### config.mk
export PLATFORM = sky130hd
export DESIGN_NAME = ifu_ctrl_flat
export DESIGN_NICKNAME = d
export VERILOG_FILES = /design/src/common/fetch_pkg.sv /design/src/common/imem_rd_if.sv /design/src/ifu/ifu_ctrl.sv /design/src/flat_wrapper.sv
export SDC_FILE = /design/constraint.sdc
export NUM_CORES = 1
export LEC_CHECK = 0
export BUFFER_PORTS_ARGS = -buffer_cell sky130_fd_sc_hd__buf_2
export CAP_MARGIN = 20
export CORE_ASPECT_RATIO = 1.75
export CORE_MARGIN = 3
export CORE_UTILIZATION = 35
export DETAILED_ROUTE_END_ITERATION = 12
export PLACE_DENSITY_LB_ADDON = 0.08
export SYNTH_ARGS = -nofsm -noshare
export SYNTH_HDL_FRONTEND = slang
export SYNTH_SLANG_ARGS = --single-unit
### constraint.sdc
create_clock -name clk_i -period 1.73 [get_ports clk_i]
set_input_delay 0.4325 -clock clk_i [delete_from_list [all_inputs] [get_ports clk_i]]
set_output_delay 0.4325 -clock clk_i [all_outputs]
set_load 0.005 [all_outputs]
### src/common/fetch_pkg.sv
// fetch-side types; XLEN is both data and byte-address width, responses use AXI-style codes
package fetch_pkg;

	// word and address width
	localparam int XLEN = 32;

	// fetch controller states
	typedef enum logic [1:0] {
		WAIT_ADDR,
		WAIT_DATA,
		PRESENT,
		WAIT_RETIRE
	} fetch_state_e;

	// read response codes
	typedef enum logic [1:0] {
		OKAY   = 2'b00,
		SLVERR = 2'b10
	} resp_e;

endpackage

### src/common/imem_rd_if.sv
// one read in flight at a time; slave holds r_* until r_ready, master holds ar_* until ar_ready
interface imem_rd_if import fetch_pkg::*; ();

	// read-address channel
	logic            ar_valid;
	logic            ar_ready;
	logic [XLEN-1:0] ar_addr;

	// read-data channel
	logic            r_valid;
	logic            r_ready;
	logic [XLEN-1:0] r_data;
	resp_e           r_resp;

	modport master (
		output ar_valid,
		output ar_addr,
		output r_ready,
		input  ar_ready,
		input  r_valid,
		input  r_data,
		input  r_resp
	);

	modport slave (
		input  ar_valid,
		input  ar_addr,
		input  r_ready,
		output ar_ready,
		output r_valid,
		output r_data,
		output r_resp
	);

endinterface

### src/ifu/ifu_ctrl.sv
// single fetch in flight; retire_i is only sampled in WAIT_RETIRE, error beats are still presented
module ifu_ctrl import fetch_pkg::*; (
	input  logic            clk_i,
	input  logic            rst_i,
	input  logic            retire_i,
	input  logic [XLEN-1:0] pc_i,
	imem_rd_if.master       rd,
	output logic            advance_o,
	output logic            fetch_valid_o,
	output logic [XLEN-1:0] inst_o,
	output logic            fetch_err_o
);

	fetch_state_e    state_q;
	fetch_state_e    state_d;
	logic            ar_fire;
	logic            r_fire;
	logic [XLEN-1:0] inst_q;
	logic            err_q;

	// channel controls come straight from the state
	assign rd.ar_valid = (state_q == WAIT_ADDR);
	assign rd.ar_addr  = pc_i;
	assign rd.r_ready  = (state_q == WAIT_DATA);

	assign ar_fire = rd.ar_valid && rd.ar_ready;
	assign r_fire  = rd.r_valid && rd.r_ready;

	always_comb begin
		state_d = state_q;
		case (state_q)
			WAIT_ADDR: begin
				if (ar_fire) begin
					state_d = WAIT_DATA;
				end
			end
			WAIT_DATA: begin
				// error or not, the beat ends the read
				if (r_fire) begin
					state_d = PRESENT;
				end
			end
			PRESENT: begin
				state_d = WAIT_RETIRE;
			end
			WAIT_RETIRE: begin
				if (retire_i) begin
					state_d = WAIT_ADDR;
				end
			end
			default: begin
				state_d = WAIT_ADDR;
			end
		endcase
	end

	always_ff @(posedge clk_i) begin
		if (rst_i) begin
			state_q <= WAIT_ADDR;
		end else begin
			state_q <= state_d;
		end
	end

	// word and error flag held until the next beat
	always_ff @(posedge clk_i) begin
		if (r_fire) begin
			inst_q <= rd.r_data;
		end
	end

	always_ff @(posedge clk_i) begin
		if (rst_i) begin
			err_q <= 1'b0;
		end else if (r_fire) begin
			err_q <= (rd.r_resp == SLVERR);
		end
	end

	assign fetch_valid_o = (state_q == PRESENT);
	assign advance_o     = (state_q == WAIT_RETIRE) && retire_i;
	assign inst_o        = inst_q;
	assign fetch_err_o   = err_q;

	// pc from pc_counter must not move under a pending request
	a_ar_hold: assert property (@(posedge clk_i) disable iff (rst_i)
		rd.ar_valid && !rd.ar_ready |=> rd.ar_valid && $stable(rd.ar_addr));

	a_valid_pulse: assert property (@(posedge clk_i) disable iff (rst_i)
		fetch_valid_o |=> !fetch_valid_o);

endmodule

### src/flat_wrapper.sv
// flat-port wrapper written by rule: the top's interface ports become plain ports
module ifu_ctrl_flat import fetch_pkg::*;
  (clk_i, rst_i, retire_i, pc_i, advance_o, fetch_valid_o, inst_o, fetch_err_o, rd_ar_valid, rd_ar_addr, rd_r_ready, rd_ar_ready, rd_r_valid, rd_r_data, rd_r_resp);
  imem_rd_if rd_i ();
  input  logic clk_i;
  input  logic rst_i;
  input  logic retire_i;
  input  logic [XLEN-1:0] pc_i;
  output logic advance_o;
  output logic fetch_valid_o;
  output logic [XLEN-1:0] inst_o;
  output logic fetch_err_o;
  output wire logic [$bits(rd_i.ar_valid)-1:0] rd_ar_valid;
  output wire logic [$bits(rd_i.ar_addr)-1:0] rd_ar_addr;
  output wire logic [$bits(rd_i.r_ready)-1:0] rd_r_ready;
  input wire logic [$bits(rd_i.ar_ready)-1:0] rd_ar_ready;
  input wire logic [$bits(rd_i.r_valid)-1:0] rd_r_valid;
  input wire logic [$bits(rd_i.r_data)-1:0] rd_r_data;
  input wire logic [$bits(rd_i.r_resp)-1:0] rd_r_resp;
  assign rd_ar_valid = rd_i.ar_valid;
  assign rd_ar_addr = rd_i.ar_addr;
  assign rd_r_ready = rd_i.r_ready;
  assign rd_i.ar_ready = rd_ar_ready;
  assign rd_i.r_valid = rd_r_valid;
  assign rd_i.r_data = rd_r_data;
  assign rd_i.r_resp = rd_r_resp;
  ifu_ctrl u_core (.clk_i(clk_i), .rst_i(rst_i), .retire_i(retire_i), .pc_i(pc_i), .rd(rd_i), .advance_o(advance_o), .fetch_valid_o(fetch_valid_o), .inst_o(inst_o), .fetch_err_o(fetch_err_o));
endmodule
-- Word-level counts from Yosys, hierarchy flattened
Cells that the tools add are included.
- RAM bits: 0
- bits in latches: 0
- memories kept: 0
- register bits: 35
- bits in read-only memories: 0
- logic and storage cells: 19
- multipliers: 0
- magnitude comparators: 0
- multiplexer cells: 4
- div/mod/pow operators: 0
- reduce and logical (&&, ||, !) cells: 5
- bitwise gates (word level): 0
- $add $sub $neg: 0
- shift operators: 0
- equality and inequality tests: 7
- operators by type and width (cell ; count):
    $pmux 2 s4 ; 1
    $eq 2x2->1 const B ; 3
    $mux 2 ; 3
    $ne 2x2->1 const B ; 3
    $logic_and 1x1->1 ; 3
    $reduce_and 3->1 ; 1
    $eq 2x1->1 const B ; 1
    $logic_not 2->1 ; 1

-- Longest topological paths before layout
- depth in word-level cells: 4
- depth in mapped cells: 5

-- Least setup slack after synthesis
OpenSTA, ideal clock, no wires.
- kind: flip-flop to flip-flop
- start: register u_core.state_q[1]
- end: register u_core.err_q, in the netlist u_core.fetch_err_o
- arrival: 1.360 ns
- buffers on the path: 0
- library setup time: 0.115 ns
- cell stages (with the launch flop): 6
- setup slack: 0.255 ns
- cells stage by stage: dfxtp_1 -> inv_1 -> ha_1 -> and2_2 -> mux2i_1 -> nor2_1
- longest elaborated chain between the ends: 2
- RTL lines (element ; line ; text):
    from (decl) ; ifu_ctrl.sv:14 ; fetch_state_e state_q;
    from (signal assigned) ; ifu_ctrl.sv:61 ; state_q <= state_d;
    $eq 2x1->1 ; ifu_ctrl.sv:24 ; assign rd.r_ready = (state_q == WAIT_DATA);
    via rd_r_ready ; flat_wrapper.sv:15 ; output wire logic [$bits(rd_i.r_ready)-1:0] rd_r_ready;
    $logic_and 1x1->1 ; ifu_ctrl.sv:27 ; assign r_fire = rd.r_valid && rd.r_ready;
    via u_core.r_fire ; ifu_ctrl.sv:17 ; logic r_fire;
    to (signal assigned) ; ifu_ctrl.sv:76 ; err_q <= (rd.r_resp == SLVERR);
    to (decl) ; ifu_ctrl.sv:19 ; logic err_q;
The timed path passes the listed nets, and every way through them passes these cells.
A chain may end at the register's enable or synchronous reset.

-- Final worst setup path
- start: register u_core.state_q[1]
- end: register u_core.state_q[0]
- longest elaborated chain between the ends: 4
- elaborated cells on any way between the ends: 11
- RTL lines (element ; line):
    $eq 2x1->1 / $logic_not 2->1 (equally long branches) ; ifu_ctrl.sv:24, ifu_ctrl.sv:31, ifu_ctrl.sv:22
    $logic_and 1x1->1 (on tied branches) ; ifu_ctrl.sv:27, ifu_ctrl.sv:26
    $ne 2x2->1 (no line) ; --
    $reduce_and 3->1 (no line) ; --
Several ways; a longest one is shown, not always the timed one.

==> results.md <==
| Parameter | Reported |
|:---|:---|
| Final net count | 214 |
| CP max stage delay | 0.47 ns |
| Library cell contributing the largest single delay on the critical path | sky130_fd_sc_hd__or4_1 |
| Synth Register Bits | 35 |
| Die outline height | 90.2 um |
| Antenna violations before repair | 0 |
| Required time reported for the critical path endpoint | 1.90 ns |
| Setup Total Neg Slack | 0 ns |
| Final Max Slew Viols | 0 |
| Number of global-route vias before repair | 886 |
| Postcts setup bufs | 0 |
| Clock tree from TritonCTS | built |
| Detailed Route WL | 2860 um |
| Fraction of layout cells with a size suffix above 1 | 58.6% |
| Layout-stage area growth over the synthesis result | 20.8% |
| Final setup violating endpoints | 0 |
| Largest delay share family, worst path | simple AND/OR/NAND/NOR gates |
| Yosys synthesis warning count | 0 |
| Leakage power summed over all cells | 0.000754 uW |
| Post-route clock period utilization | 88.8% |
| Initial cell density of the core | 36.3% |
| Residual DRC | 0 |
| Setup crit start kind | flop |
| Kind of capture point of the worst setup path | flop |
| Routed length per instance | 15.2 um |
| Combined buffer and inverter count along the critical path | 1 |
| Num CTS Buffers | 5 |
| Max-cap violation count | 0 |
| Min Tclk post-route | 1.54 ns |
| Biggest fanout along the worst timing path | 4 |
| Per-instance average area after synthesis | 16.1 um^2 |
| Number of standard cells after synthesis | 88 |
| First-pass GRT wire length | 4360 um |
| Type of the most critical hold path | input pin to flop |
| Post-CTS sizing | 0 |
| Net count after synthesis | 163 |
| Number of fill cells in the layout | 377 |
| Clock-pin slew on the worst setup and hold paths | 0.06 ns |
| Floorplan die area | 0.00488 mm^2 |
| Number of routed nets with antenna violations | 0 |
| Setup repair after global routing missed its margin | false |
| Data arrival, critical path | 1.70 ns |
| R2r setup slk | 0.19 ns |
| Worst slew margin relative to its limit | 76.7% |
| Total standard cell area after synthesis | 0.00142 mm^2 |
| Number of primary I/O pins | 140 |
| First-pass iteration count of the detailed router | 4 |
| Die boundary width | 54.1 um |
| Peak supply drop | 0.000963 V |
| Max Root-Sink Buffers | 2 |
| Placement row count | 30 |
| Total congestion overflow | 0 |
| Category of the critical setup timing path | flop to flop |
| CP Cell Sequence | inv_1 -> ha_1 -> nor2b_1 -> or4_1 -> o211a_1 |
| First-iteration detailed-routing DRC count | 7 |
| Design Power | 2110 uW |
| Total global-route track usage | 12.7% |
| Clock tree skew after final layout | 0.00307 ns |
| Netlist cell types | 15 |
| Post-DR vias/cell | 4.37 |
| Transition time of the tightest slew-check pin | 0.346 ns |
| Port Buffer Count | 75 |
| Clk_lat worst skew | 0.27 ns |
| Power per cell area | 1230 mW/mm^2 |
| DPL Wire Length | 2310 um |
| Largest net degree at the start of global routing | 27 |
| CTS Hold Bufs | 0 |
| Overall via count from detail_route | 822 |
| Ant. Diodes | 0 |
| Final estimated routing congestion in global placement | 0.684 |
| Number of endpoints with negative hold slack in the final report | 0 |
| Core footprint | 0.00390 mm^2 |
| Highest clock frequency the design can meet | 651 MHz |
| Number of sinks on the clock net | 35 |
| Clock root buffer | sky130_fd_sc_hd__clkbuf_8 |
| H-tree depth | 2 |
| Proportion of synthesized chip area in sequential cells | 72.1% |
| Status | finished clean |
==> cells by family after synthesis <==
kind of cell / after synthesis / synth area share [%]
AO/OA/AOI/OAI: 1 / 0.707
flip-flops: 35 / 72.1
multiplexers: 2 / 1.41
buffers and inverters: 35 / 17.8
AND/OR/NAND/NOR: 11 / 4.51
adder cells (fa/ha/maj): 4 / 3.53
==> power breakdown <==
part	internal, uW	switching (uW)	total (uW)
combinational	221	232	453
sequential	1090	42.6	1130
clock	274	253	527
==> layout make-up <==
type / instances / area [um^2] / area share [%]
timing repair buffer: 76 / 395 / 23.1
inverter: 3 / 11.3 / 0.658
clock inverter: 2 / 7.51 / 0.439
multi-input combinational: 18 / 144 / 8.41
tap: 48 / 60.1 / 3.51
sequential: 35 / 1020 / 59.6
clock buffer: 6 / 72.6 / 4.24
==> through the flow <==
stage	utilization, %	worst slack, ns	hold WS, ns	cells	cell area [um^2]
floorplan	-	0.255	0.468	88	1420
global placement	41.8	0.282	0.490	180	1630
detailed placement	41.8	0.195	0.499	180	1630
CTS	43.8	0.184	0.311	188	1710
global route	43.8	0.123	0.310	188	1710
finish	43.8	0.193	0.322	188	1710
==> cells in the mapped netlist <==
master,count,area (um^2)
sky130_fd_sc_hd__dfxtp_1,3,60.1
sky130_fd_sc_hd__nor2_1,1,3.75
sky130_fd_sc_hd__nor3_1,1,5.00
sky130_fd_sc_hd__edfxtp_1,32,961
sky130_fd_sc_hd__o211a_1,1,10.0
sky130_fd_sc_hd__mux2i_1,2,20.0
sky130_fd_sc_hd__and2_1,1,6.26
sky130_fd_sc_hd__inv_1,3,11.3
sky130_fd_sc_hd__and2b_1,1,7.51
sky130_fd_sc_hd__and2_2,1,7.51
sky130_fd_sc_hd__buf_4,32,240
sky130_fd_sc_hd__nand2_1,2,7.51
sky130_fd_sc_hd__or4_1,1,7.51
sky130_fd_sc_hd__nor2b_1,3,18.8
sky130_fd_sc_hd__ha_1,4,50.1
==> sequential cells by signal, indices dropped and copies added, names as in the netlist <==
| name | cells |
|---|---|
| u_core.inst_o | 32 |
| u_core.state_q | 2 |
| u_core.fetch_err_o | 1 |
==> cells in the final DEF, fill, tap and decap left out, drive strengths merged <==
cell type | netlist | routed
buf | 32 | 76
edfxtp | 32 | 32
clkbuf | 0 | 6
ha | 4 | 4
inv | 3 | 3
nor2b | 3 | 3
dfxtp | 3 | 3
mux2i | 2 | 2
nand2 | 2 | 2
clkinv | 0 | 2
and2 | 2 | 2
and2b | 1 | 1
nor3 | 1 | 1
or4 | 1 | 1
o211a | 1 | 1
nor2 | 1 | 1
==> metal layers <==
metal / vias to the layer above / share of wire (%) / global-route usage, %
met3: 5 / 20 / 12.1
li1: 372 / - / -
met2: 92 / 47 / 18.1
met1: 353 / 31 / 11.4
met4: 0 / 1.9 / 5.82
met5: - / 0 / 7.69
==> final timing paths <==
| kind | depth (start not counted) | from | to |
|---|---|---|---|
| worst min-delay path | 2 | rst_i | u_core.fetch_err_o |
| worst max-delay path | 5 | u_core.state_q[1] | u_core.state_q[0] |
| worst max register to register | 5 | u_core.state_q[1] | u_core.state_q[0] |
| worst min register to register | 2 | u_core.state_q[1] | u_core.state_q[1] |
Power figures use the tool's default switching activity.
