<file path="config.mk">
export PLATFORM = sky130hd
export DESIGN_NAME = pc_counter
export DESIGN_NICKNAME = d
export VERILOG_FILES = /design/src/common/fetch_pkg.sv /design/src/ifu/pc_counter.sv
export SDC_FILE = /design/constraint.sdc
export NUM_CORES = 1
export LEC_CHECK = 0
export BUFFER_PORTS_ARGS = -buffer_cell sky130_fd_sc_hd__buf_2
export CAP_MARGIN = 20
export CELL_PAD_IN_SITES_DETAIL_PLACEMENT = 1
export CELL_PAD_IN_SITES_GLOBAL_PLACEMENT = 1
export CORE_MARGIN = 4
export CORE_UTILIZATION = 35
export CTS_CLUSTER_SIZE = 12
export DETAILED_ROUTE_END_ITERATION = 8
export HOLD_SLACK_MARGIN = 0.08
export PLACE_DENSITY = 0.84
export SYNTH_ARGS = -nofsm -noshare
export SYNTH_HDL_FRONTEND = slang
export SYNTH_SLANG_ARGS = --single-unit
export TNS_END_PERCENT = 20
</file>
<file path="constraint.sdc">
create_clock -name clk_i -period 4.35 [get_ports clk_i]
set_input_delay 0.435 -clock clk_i [delete_from_list [all_inputs] [get_ports clk_i]]
set_output_delay 0.435 -clock clk_i [all_outputs]
set_load 0.03 [all_outputs]
</file>
<file path="src/common/fetch_pkg.sv">
// fetch-side types; XLEN is both data and byte-address width, responses use AXI-style codes
package fetch_pkg;

	// word and address width
	localparam int XLEN = 32;

	// fetch controller states
	typedef enum logic [1:0] {
		WAIT_ADDR,
		WAIT_DATA,
		PRESENT,
		WAIT_RETIRE
	} fetch_state_e;

	// read response codes
	typedef enum logic [1:0] {
		OKAY   = 2'b00,
		SLVERR = 2'b10
	} resp_e;

endpackage

</file>
<file path="src/ifu/pc_counter.sv">
// pc moves only on advance_i; redirect targets are assumed word-aligned by the caller
module pc_counter import fetch_pkg::*; #(
	parameter logic [XLEN-1:0] RESET_PC = '0
) (
	input  logic            clk_i,
	input  logic            rst_i,
	input  logic            advance_i,
	input  logic            branch_req_i,
	input  logic            branch_taken_i,
	input  logic [XLEN-1:0] branch_target_i,
	input  logic            jmp_i,
	input  logic [XLEN-1:0] jmp_target_i,
	input  logic            trap_i,
	input  logic [XLEN-1:0] trap_target_i,
	output logic [XLEN-1:0] pc_o
);

	logic [XLEN-1:0] pc_q;
	logic [XLEN-1:0] pc_seq;
	logic [XLEN-1:0] pc_next;

	assign pc_seq = pc_q + XLEN'(4);

	// trap beats jump beats taken branch
	always_comb begin
		if (trap_i) begin
			pc_next = trap_target_i;
		end else if (jmp_i) begin
			pc_next = jmp_target_i;
		end else if (branch_req_i && branch_taken_i) begin
			pc_next = branch_target_i;
		end else begin
			pc_next = pc_seq;
		end
	end

	always_ff @(posedge clk_i) begin
		if (rst_i) begin
			pc_q <= RESET_PC;
		end else if (advance_i) begin
			pc_q <= pc_next;
		end
	end

	assign pc_o = pc_q;

	a_pc_aligned: assert property (@(posedge clk_i) disable iff (rst_i)
		pc_o[1:0] == 2'b00);

endmodule

</file>
=== Yosys cells after proc, flatten, opt, wreduce, memory -nomap -nowiden ===
Index checks and enable logic that the tools add are counted.

* Memories: 0
* Input port bits: 103
* ROM bits: 0
* Flip-flop bits (word level): 32
* Bits in latches: 0
* Bits in writable memories: 0

* $add $sub $neg: 1
* Eq/ne operators: 0
* Magnitude comparators: 0
* Bitwise logic cells: 0
* Div/mod/pow operators: 0
* Reductions and logical operators: 1
* $mul: 0
* Shift-type cells: 0
* Mux-type cells: 3

{| class="wikitable"
|+ Operators by type and width
! operator !! number
|-
| 2-to-1 mux 32 bit || 3
|-
| adder 32 x 3 -> 32 bit, second input constant || 1
|-
| logical AND 1 bit || 1
|}

=== Logic depth before layout (Yosys ltp) ===
Gate-level depths: netlist of run 1.

* Depth after elaboration: 4
* Gate-level depth with buffers: 7

=== Worst setup path before layout of run 1 ===
No wires, ideal clock.

* Path kind: register to register
* Start point: reg pc_q[5], in the netlist pc_o[5]
* End point: reg pc_q[24], in the netlist pc_o[24]
* Data required time: 4229 ps
* Slack: 2133 ps
* Buffers on the path: 1
* Data arrival time: 2096 ps
* Stages on the path, launching flop included: 7
* Clock period less this slack: 2217 ps
* Path through: dfxtp_1 -> nand4_2 -> or4_4 -> buf_6 -> nor4_2 -> mux2i_1 -> o21ai_1

* Word-level cells in the longest chain between the ends: 4

{| class="wikitable"
|+ RTL lines
! what !! line !! text
|-
| from (decl) || pc_counter.sv:18 || <nowiki>logic [XLEN-1:0] pc_q;</nowiki>
|-
| from (signal assigned) || pc_counter.sv:41 || <nowiki>pc_q <= pc_next;</nowiki>
|-
| adder 32 x 3 -> 32 bit || pc_counter.sv:22 || <nowiki>assign pc_seq = pc_q + XLEN'(4);</nowiki>
|-
| 2-to-1 mux 32 bit || pc_counter.sv:30 || <nowiki>end else if (branch_req_i && branch_taken_i) begin</nowiki>
|-
| 2-to-1 mux 32 bit || pc_counter.sv:28 || <nowiki>end else if (jmp_i) begin</nowiki>
|-
| 2-to-1 mux 32 bit || pc_counter.sv:26 || <nowiki>if (trap_i) begin</nowiki>
|}

No other way between the ends.
A chain may end at the register's enable or synchronous reset.

==> out/qor.csv, run 1 <==
stage,metric,value,unit
run_status,status,"complete, no violations",
timing,slew at the pin closest to its max-slew limit,1010,ps
route,Via Count,3629,
yosys,Mean Syn Cell Area,7.14,um^2
worst_setup_path,endpoint type of the worst setup path,flop,
yosys,ys async rst share,0,%
clock_tree,clk slew on worst S/H paths,90,ps
clock_tree,CTS max path bufs,2,
job,max_cap viols,0,
worst_setup_path,kind of critical path,input pin to flop,
yosys,Syn Nets,499,
yosys,ranking of synthesized cells by area,"dfxtp_1 23%, a21oi_1 6.6%, nand2_1 6.3%",
floorplanning,IO Count,135,
yosys,multiplexer area fraction after synthesis,2.57,%
yosys,Synth Area in XOR/XNOR,3.11,%
yosys,Compound-Gate Fraction of Synth Area,33.2,%
route,initial DRC count,251,
timing,final hold violations,0,
timing,count of pins over their slew limit,0,
yosys,Synth Area in Simple Gates,31.2,%
route,drt drc,0,
route,Vias per Instance,5.90,
floorplanning,Placement Rows,32,
layout,Fill cells,1064,
clock_tree,# clock sinks,32,
clock_tree,TritonCTS clock tree,built,
global_route,all-layer global routing usage,23.7,%
global_route,first-pass GRT wire length,18900,um
timing,Setup Total Neg Slack,0,ps
timing,Max-slew headroom,32.6,%
placement,I/O Buffers,134,
global_route,initial antenna violation count,0,
clock_tree,CTS buffer count,5,
yosys,post-synth top area share,22.7,%
yosys,Synth Cell Area,0.00282,mm^2
layout,post-layout util,46.2,%
global_route,pin count of the biggest net entering global routing,43,
yosys,largest family of logic cells by synthesized area,compound AO/OA/AOI/OAI gates,
yosys,synthesized-area fraction occupied by adder cells,0.444,%
floorplanning,Initial Util,36.3,%
clock_tree,post-CTS setup buffers,0,
timing,RSZ-0062 raised after global routing,no,
power,PwrDens,247,mW/mm^2
floorplanning,core footprint,0.00777,mm^2
global_route,grt ovf,0,
layout,Synth-to-Final Area Change,27.4,%
route,Final ANT Viol Nets,0,
route,routed wire length,11700,um
hold_path,Hold Path Depth,3,
timing,period utilisation layout,54.8,%
global_route,number of global-route vias before repair,3682,
clock_tree,hold buffers post-CTS,0,
clock_tree,Root Buffer,clkbuf_8,
placement,Final HPWL DP,8810,um
worst_setup_path,flop2flop setup slack,2130,ps
timing,skew final,16.2,ps
yosys,Yosys Warn Count,0,
hold_path,Hold Crit Class,input pin to flop,
yosys,sequential area share after synthesis,22.7,%
worst_setup_path,crit path DAT,2600,ps
timing,"Min Clock Period, post-route",2380,ps
floorplanning,Die Wd,97.8,um
power,worst IR drop on VDD,0.114,mV
layout,# diodes,0,
worst_setup_path,Crit Path Max Fanout,33,
yosys,Synth cell types,70,
placement,routability cong.,0.862,
timing,setup violators final,0,
layout,most frequent cells in the layout,"134 x buf_2, 47 x nand2_1, 37 x a21oi_1, 32 x o21ai_0, 32 x dfxtp_1",
yosys,Synth area leader,dfxtp_1,
route,drt pass-1 iters,5,
layout,ratio of cells with drive above 1 in the final layout,31.4,%
clock_tree,post-CTS resize count,0,
layout,Largest register FFs,32,
worst_setup_path,Critical Path RT,4570,ps
power,leakage power,1.55,nW
clock_tree,worst skew pair latency,300,ps
yosys,number of synthesized flops with an enable pin,0,
clock_tree,H-tree depth,2,
timing,f_max,419,MHz
yosys,predominant post-synthesis flop cell,dfxtp_1,
layout,"commonest non-fill, non-tap cell in the layout",buf_2,
worst_setup_path,worst reg2reg path depth,5,
yosys,Mapped Cells,395,
floorplanning,chip height,97.8,um
layout,final net count,616,
route,wire length per cell,19.0,um
floorplanning,Die Footprint,0.00956,mm^2
yosys,#FFs+latches synth,32,
worst_setup_path,crit start category,input pin,
metrics by stage:
stage	worst slack [ps]	instance area, um^2	power [mW]	hold WS, ps	std cells
after floorplan	2130	2820	0.528	580	395
after global placement	1870	3500	0.631	458	607
after detailed placement	1680	3500	0.642	470	607
after CTS	1970	3590	0.891	406	615
after global routing	1790	3590	0.933	430	615
final	1970	3590	0.888	398	615
kinds of logic after synthesis:
logic type | count (synthesis)
compound gates | 143
xor+xnor | 10
fa+ha+maj | 1
buf+inv | 39
flops | 32
mux | 7
simple gates | 163
worst max-delay path, stage by stage:
cell      delay [ps]
buf_2            480
nor2b_1          880
o21ai_0          370
nor3_1           260
a211oi_1          70
o31ai_1          100
Yosys cell counts, types with 7 or more instances:
cell / instances
a21oi_1: 37
and3_1: 7
dfxtp_1: 32
a31oi_1: 10
clkbuf_1: 22
o21ai_0: 32
nand2_1: 47
nor2_1: 29
nor3_1: 11
nand4_1: 11
nand2b_1: 10
inv_1: 10
nand3_1: 16
report_power, final:
part / internal (mW) / total (mW) / switching, mW
Clock: 0.114 / 0.250 / 0.136
Combinational: 0.108 / 0.281 / 0.172
Sequential: 0.316 / 0.357 / 0.0410
Total: 0.538 / 0.888 / 0.350
layout make-up:
type                    count  area, um^2  share of cell area (%)
multi-input cells         324        1990                    55.4
well taps                 102         128                    3.55
repair buffers            138         701                    19.5
clock inverters             3        23.8                   0.662
inverters                  11        41.3                    1.15
flip-flops and latches     32         641                    17.8
clock buffers               5        68.8                    1.92
routing by layer:
layer,part of all wire (%),vias up,GRT usage (%),wire [um]
li1,-,1727,-,-
met1,44,1730,32.2,5170
met2,47,158,39.1,5520
met3,6.9,14,4.29,810
met4,1.4,0,5.43,158
met5,0,-,0,0
final timing paths:
check,endpoint,from
worst min-delay path,pc_o[6],jmp_target_i[6]
worst max register to register,pc_o[18],pc_o[4]
worst max-delay path,pc_o[31],advance_i
worst min register to register,pc_o[0],pc_o[0]
No activity file was read; power rests on OpenSTA's default activity.
==> run 2: changes to the inputs <==
--- a/config.mk
+++ b/config.mk
@@ -10,11 +10,11 @@
 export CELL_PAD_IN_SITES_DETAIL_PLACEMENT = 1
 export CELL_PAD_IN_SITES_GLOBAL_PLACEMENT = 1
 export CORE_MARGIN = 4
-export CORE_UTILIZATION = 35
+export CORE_UTILIZATION = 32
 export CTS_CLUSTER_SIZE = 12
 export DETAILED_ROUTE_END_ITERATION = 8
 export HOLD_SLACK_MARGIN = 0.08
-export PLACE_DENSITY = 0.84
+export PLACE_DENSITY = 0.77
 export SYNTH_ARGS = -nofsm -noshare
 export SYNTH_HDL_FRONTEND = slang
 export SYNTH_SLANG_ARGS = --single-unit
==> constraint.sdc (replaced) <==
create_clock -name clk_i -period 2.5 [get_ports clk_i]
set_input_delay 0.25 -clock clk_i [delete_from_list [all_inputs] [get_ports clk_i]]
set_output_delay 0.25 -clock clk_i [all_outputs]
set_load 0.03 [all_outputs]
==> run 2 against run 1 <==
Non-clock buffer count rose by 10. Clock power increased by 73%. Critical path depth shrank 1. Register-to-register slack lost 1800 ps.
==> out/qor.csv, run 2 (synthesis gave the netlist of run 1 again) <==
stage,metric,value,unit
clock_tree,post-CTS resize count,0,
floorplanning,Die Wd,102,um
layout,Largest register FFs,32,
timing,period utilisation layout,87.3,%
placement,Final HPWL DP,9450,um
layout,"commonest non-fill, non-tap cell in the layout",buf_2,
clock_tree,CTS buffer count,5,
floorplanning,Placement Rows,33,
power,sw frac,37.4,%
route,drt pass-1 iters,4,
route,Final ANT Viol Nets,0,
placement,routability cong.,0.874,
global_route,grt ovf,0,
timing,skew final,2.95,ps
global_route,first-pass GRT wire length,19400,um
clock_tree,hold buffers post-CTS,0,
worst_setup_path,Crit Path Max Fanout,14,
route,drt drc,0,
run_status,status,"complete, no violations",
layout,# diodes,0,
floorplanning,chip height,102,um
floorplanning,core footprint,0.00838,mm^2
route,Vias per Instance,5.82,
timing,RSZ-0062 raised after global routing,no,
worst_setup_path,worst reg2reg path depth,5,
layout,final net count,626,
layout,most frequent cells in the layout,"134 x buf_2, 47 x nand2_1, 37 x a21oi_1, 32 x o21ai_0, 32 x dfxtp_1",
timing,count of pins over their slew limit,0,
hold_path,Hold Path Depth,3,
floorplanning,Die Footprint,0.0104,mm^2
power,leakage power,1.61,nW
worst_setup_path,cell-by-cell trace of the critical path,nand4_2 > or4_4 > nor4_4 > nand4_1 > and3_1,
clock_tree,# clock sinks,32,
global_route,pin count of the biggest net entering global routing,27,
power,Comb power frac,32.6,%
clock_tree,Root Buffer,clkbuf_8,
timing,"Min Clock Period, post-route",2180,ps
route,initial DRC count,231,
power,Flop pwr share,39.7,%
timing,Max-slew headroom,44.8,%
route,routed wire length,12200,um
clock_tree,H-tree depth,2,
global_route,number of global-route vias before repair,3749,
route,Via Count,3655,
power,clock power share,27.7,%
floorplanning,Initial Util,33.6,%
route,wire length per cell,19.4,um
clock_tree,TritonCTS clock tree,built,
power,sw power,0.582,mW
timing,final hold slack,218,ps
clock_tree,CTS max path bufs,2,
timing,slew at the pin closest to its max-slew limit,825,ps
layout,Synth-to-Final Area Change,30.1,%
layout,ratio of cells with drive above 1 in the final layout,32.3,%
worst_setup_path,critical path's slowest cell,or4_4,
worst_setup_path,Critical Path RT,2680,ps
clock_tree,clk slew on worst S/H paths,70,ps
placement,I/O Buffers,134,
worst_setup_path,endpoint type of the worst setup path,flop,
timing,setup violators final,0,
power,Pint,0.974,mW
worst_setup_path,crit path DAT,2370,ps
hold_path,Hold Crit Class,input pin to flop,
floorplanning,IO Count,135,
power,PwrDens,424,mW/mm^2
clock_tree,worst skew pair latency,290,ps
timing,Setup Total Neg Slack,0,ps
timing,final hold violations,0,
global_route,initial antenna violation count,0,
timing,f_max,458,MHz
worst_setup_path,crit start category,flop,
power,worst IR drop on VDD,0.163,mV
worst_setup_path,CP peak stage delay,680,ps
global_route,all-layer global routing usage,23.6,%
worst_setup_path,kind of critical path,flop to flop,
clock_tree,post-CTS setup buffers,0,
job,max_cap viols,0,
-- run 2: final cells by class --
type	instances	area (um^2)
clock buffer	8	90.1
fill	1105	4710
inverter	11	41.3
multi-input combinational	324	1990
sequential	32	641
tap	105	131
timing repair buffer	148	776
-- run 2: power by group through the flow --
stage	clock, mW	sequential [mW]	combinational [mW]
2_1_floorplan	0	0.687	0.232
3_3_place_gp	0	0.623	0.495
3_5_place_dp	0	0.627	0.506
4_1_cts	0.442	0.615	0.509
5_1_grt	0.464	0.626	0.555
6_report	0.432	0.617	0.507
-- run 2: worst paths after layout --
kind,from,end,slack (ps)
worst min register to register,pc_o[1],pc_o[1],470
worst max-delay path,pc_o[5],pc_o[22],320
worst max register to register,pc_o[5],pc_o[22],320
worst min-delay path,jmp_target_i[6],pc_o[6],220
-- run 2: worst max-delay path: cells and delay by family (launching register included) --
kind          cells  cell delay [ps]
simple gates      5             1620
flops             1              450
-- run 2: layer usage --
| layer | up-vias | GRT usage [%] | wire, um |
|---|---|---|---|
| li1 | 1749 | - | - |
| met1 | 1738 | 31.9 | 5400 |
| met2 | 157 | 39.4 | 5620 |
| met3 | 11 | 3.62 | 1010 |
| met4 | 0 | 6.26 | 144 |
| met5 | - | 0 | 0 |
-- run 2: through the flow --
stage	cells	util (%)	power (mW)	cell area, um^2	setup WS (ps)
floorplan	395	-	0.919	2820	283
global placement	620	42.7	1.12	3580	409
detailed placement	620	42.7	1.13	3580	359
CTS	628	43.8	1.57	3670	333
global route	628	43.8	1.64	3670	198
finish	628	43.8	1.56	3670	316
==> run 3: changes to the inputs <==
==> constraint.sdc (replaced) <==
create_clock -name clk_i -period 2.2 [get_ports clk_i]
set_input_delay 0.22 -clock clk_i [delete_from_list [all_inputs] [get_ports clk_i]]
set_output_delay 0.22 -clock clk_i [all_outputs]
set_load 0.03 [all_outputs]
==> run 3 against run 2 <==
Die area stayed put. Combinational power rose by 20%. Worst setup slack worse by 240 ps. Highest routed layer unchanged. Maximum frequency grew 2.8%. Total power rose by 22%.
==> out/qor.csv, run 3 (synthesis gave the netlist of run 1 again) <==
stage,metric,value,unit
timing,final hold violations,0,
power,Flop pwr share,36.3,%
worst_setup_path,kind of critical path,flop to flop,
run_status,status,"complete, no violations",
clock_tree,CTS buffer count,5,
timing,RSZ-0062 raised after global routing,no,
hold_path,Hold Crit Class,input pin to flop,
layout,final net count,637,
power,worst IR drop on VDD,0.205,mV
route,met2 wire len,5680,um
floorplanning,core footprint,0.00838,mm^2
power,Comb power frac,32.1,%
timing,Setup Total Neg Slack,0,ps
layout,ratio of cells with drive above 1 in the final layout,34.5,%
timing,period utilisation layout,96.6,%
timing,slew at the pin closest to its max-slew limit,590,ps
power,clock power share,31.5,%
timing,"Min Clock Period, post-route",2120,ps
placement,Final HPWL DP,9770,um
route,Final ANT Viol Nets,0,
floorplanning,IO Count,135,
power,total power,1.90,mW
route,Vias per Instance,5.77,
worst_setup_path,endpoint type of the worst setup path,flop,
clock_tree,Root Buffer,clkbuf_8,
job,max_cap viols,0,
timing,final hold slack,215,ps
timing,Max-slew headroom,60.4,%
timing,count of pins over their slew limit,0,
route,met3 wire len,1030,um
layout,Layout Cells excl Fill,639,
route,Post-Route M1 WL,5570,um
worst_setup_path,Crit Path Max Fanout,14,
layout,most frequent cells in the layout,"134 x buf_2, 47 x nand2_1, 37 x a21oi_1, 32 x o21ai_0, 30 x dfxtp_1",
power,sw frac,36.7,%
global_route,pin count of the biggest net entering global routing,30,
global_route,first-pass GRT wire length,19700,um
power,leakage power,1.68,nW
power,sw power,0.696,mW
worst_setup_path,CP peak stage delay,640,ps
global_route,grt ovf,0,
timing,f_max,471,MHz
clock_tree,worst skew pair latency,300,ps
route,drt drc,0,
worst_setup_path,cell-by-cell trace of the critical path,nand4_4 > or4_4 > or3_1 > a31o_2 > a21oi_1,
worst_setup_path,critical path's slowest cell,or4_4,
route,max layer used,met4,
clock_tree,# clock sinks,32,
route,wire length per cell,19.5,um
clock_tree,clk slew on worst S/H paths,80,ps
placement,Placed Cells,631,
floorplanning,chip height,102,um
layout,Synth-to-Final Area Change,34.3,%
timing,skew final,8.27,ps
worst_setup_path,Critical Path RT,2430,ps
layout,Fill cells,1123,
route,Via Count,3686,
global_route,number of global-route vias before repair,3765,
clock_tree,CTS max path bufs,2,
power,PwrDens,501,mW/mm^2
clock_tree,H-tree depth,2,
placement,routability cong.,0.868,
floorplanning,Initial Util,33.6,%
clock_tree,TritonCTS clock tree,built,
worst_setup_path,crit start category,flop,
worst_setup_path,Crit path max-delay family,simple AND/OR/NAND/NOR gates,
route,initial DRC count,197,
floorplanning,Die Footprint,0.0104,mm^2
global_route,all-layer global routing usage,24.1,%
layout,Largest register FFs,32,
timing,setup violators final,0,
placement,I/O Buffers,134,
worst_setup_path,crit path DAT,2360,ps
floorplanning,Placement Rows,33,
clock_tree,post-CTS resize count,0,
floorplanning,Die Wd,102,um
global_route,initial antenna violation count,0,
worst_setup_path,CP bufs+invs,0,
route,routed wire length,12500,um
layout,# diodes,0,
power,Pint,1.20,mW
layout,"commonest non-fill, non-tap cell in the layout",buf_2,
route,drt pass-1 iters,5,
## run 3: worst paths after layout
check / start / endpoint / slack, ps / cells after the start
min: rst_i / pc_o[1] / 210 / 2
max: pc_o[11] / pc_o[17] / 80 / 5
min reg2reg: pc_o[1] / pc_o[1] / 470 / 2
max reg2reg: pc_o[11] / pc_o[17] / 80 / 5
## run 3: what timing repair did
item                       4_1_cts  5_1_grt
buffers inserted                 0        0
hold buffers                     0        0
setup endpoints to repair        0        2
## run 3: per-layer routing
| metal | track usage (%) | vias up |
|---|---|---|
| met1 | 33.1 | 1755 |
| li1 | - | 1777 |
| met2 | 39.0 | 139 |
| met3 | 4.30 | 15 |
| met4 | 6.56 | 0 |
| met5 | 0 | - |
## run 3: area by class of cell
class	count	area, um^2	share of cell area, %
multi-input cells	324	1990	52.5
repair buffers	159	871	23.0
flip-flops and latches	32	643	17.0
well taps	105	131	3.47
clock buffers	5	68.8	1.82
clock inverters	3	42.5	1.12
inverters	11	41.3	1.09
## run 3: through the flow
stage               worst slack (ps)  util, %  instance area, um^2
global route                    9.23     45.2                 3790
finish                          75.6     45.2                 3790
global placement                 176     43.9                 3680
CTS                             69.9     45.2                 3790
floorplan                       24.2        -                 2820
detailed placement              86.6     43.9                 3680
## run 3: power by group through the flow
stage | registers [mW] | clock network (mW) | logic [mW]
after floorplan | 0.782 | 0 | 0.263
final | 0.689 | 0.599 | 0.610
after global routing | 0.697 | 0.638 | 0.664
after detailed placement | 0.701 | 0 | 0.608
after global placement | 0.695 | 0 | 0.593
after CTS | 0.688 | 0.614 | 0.610
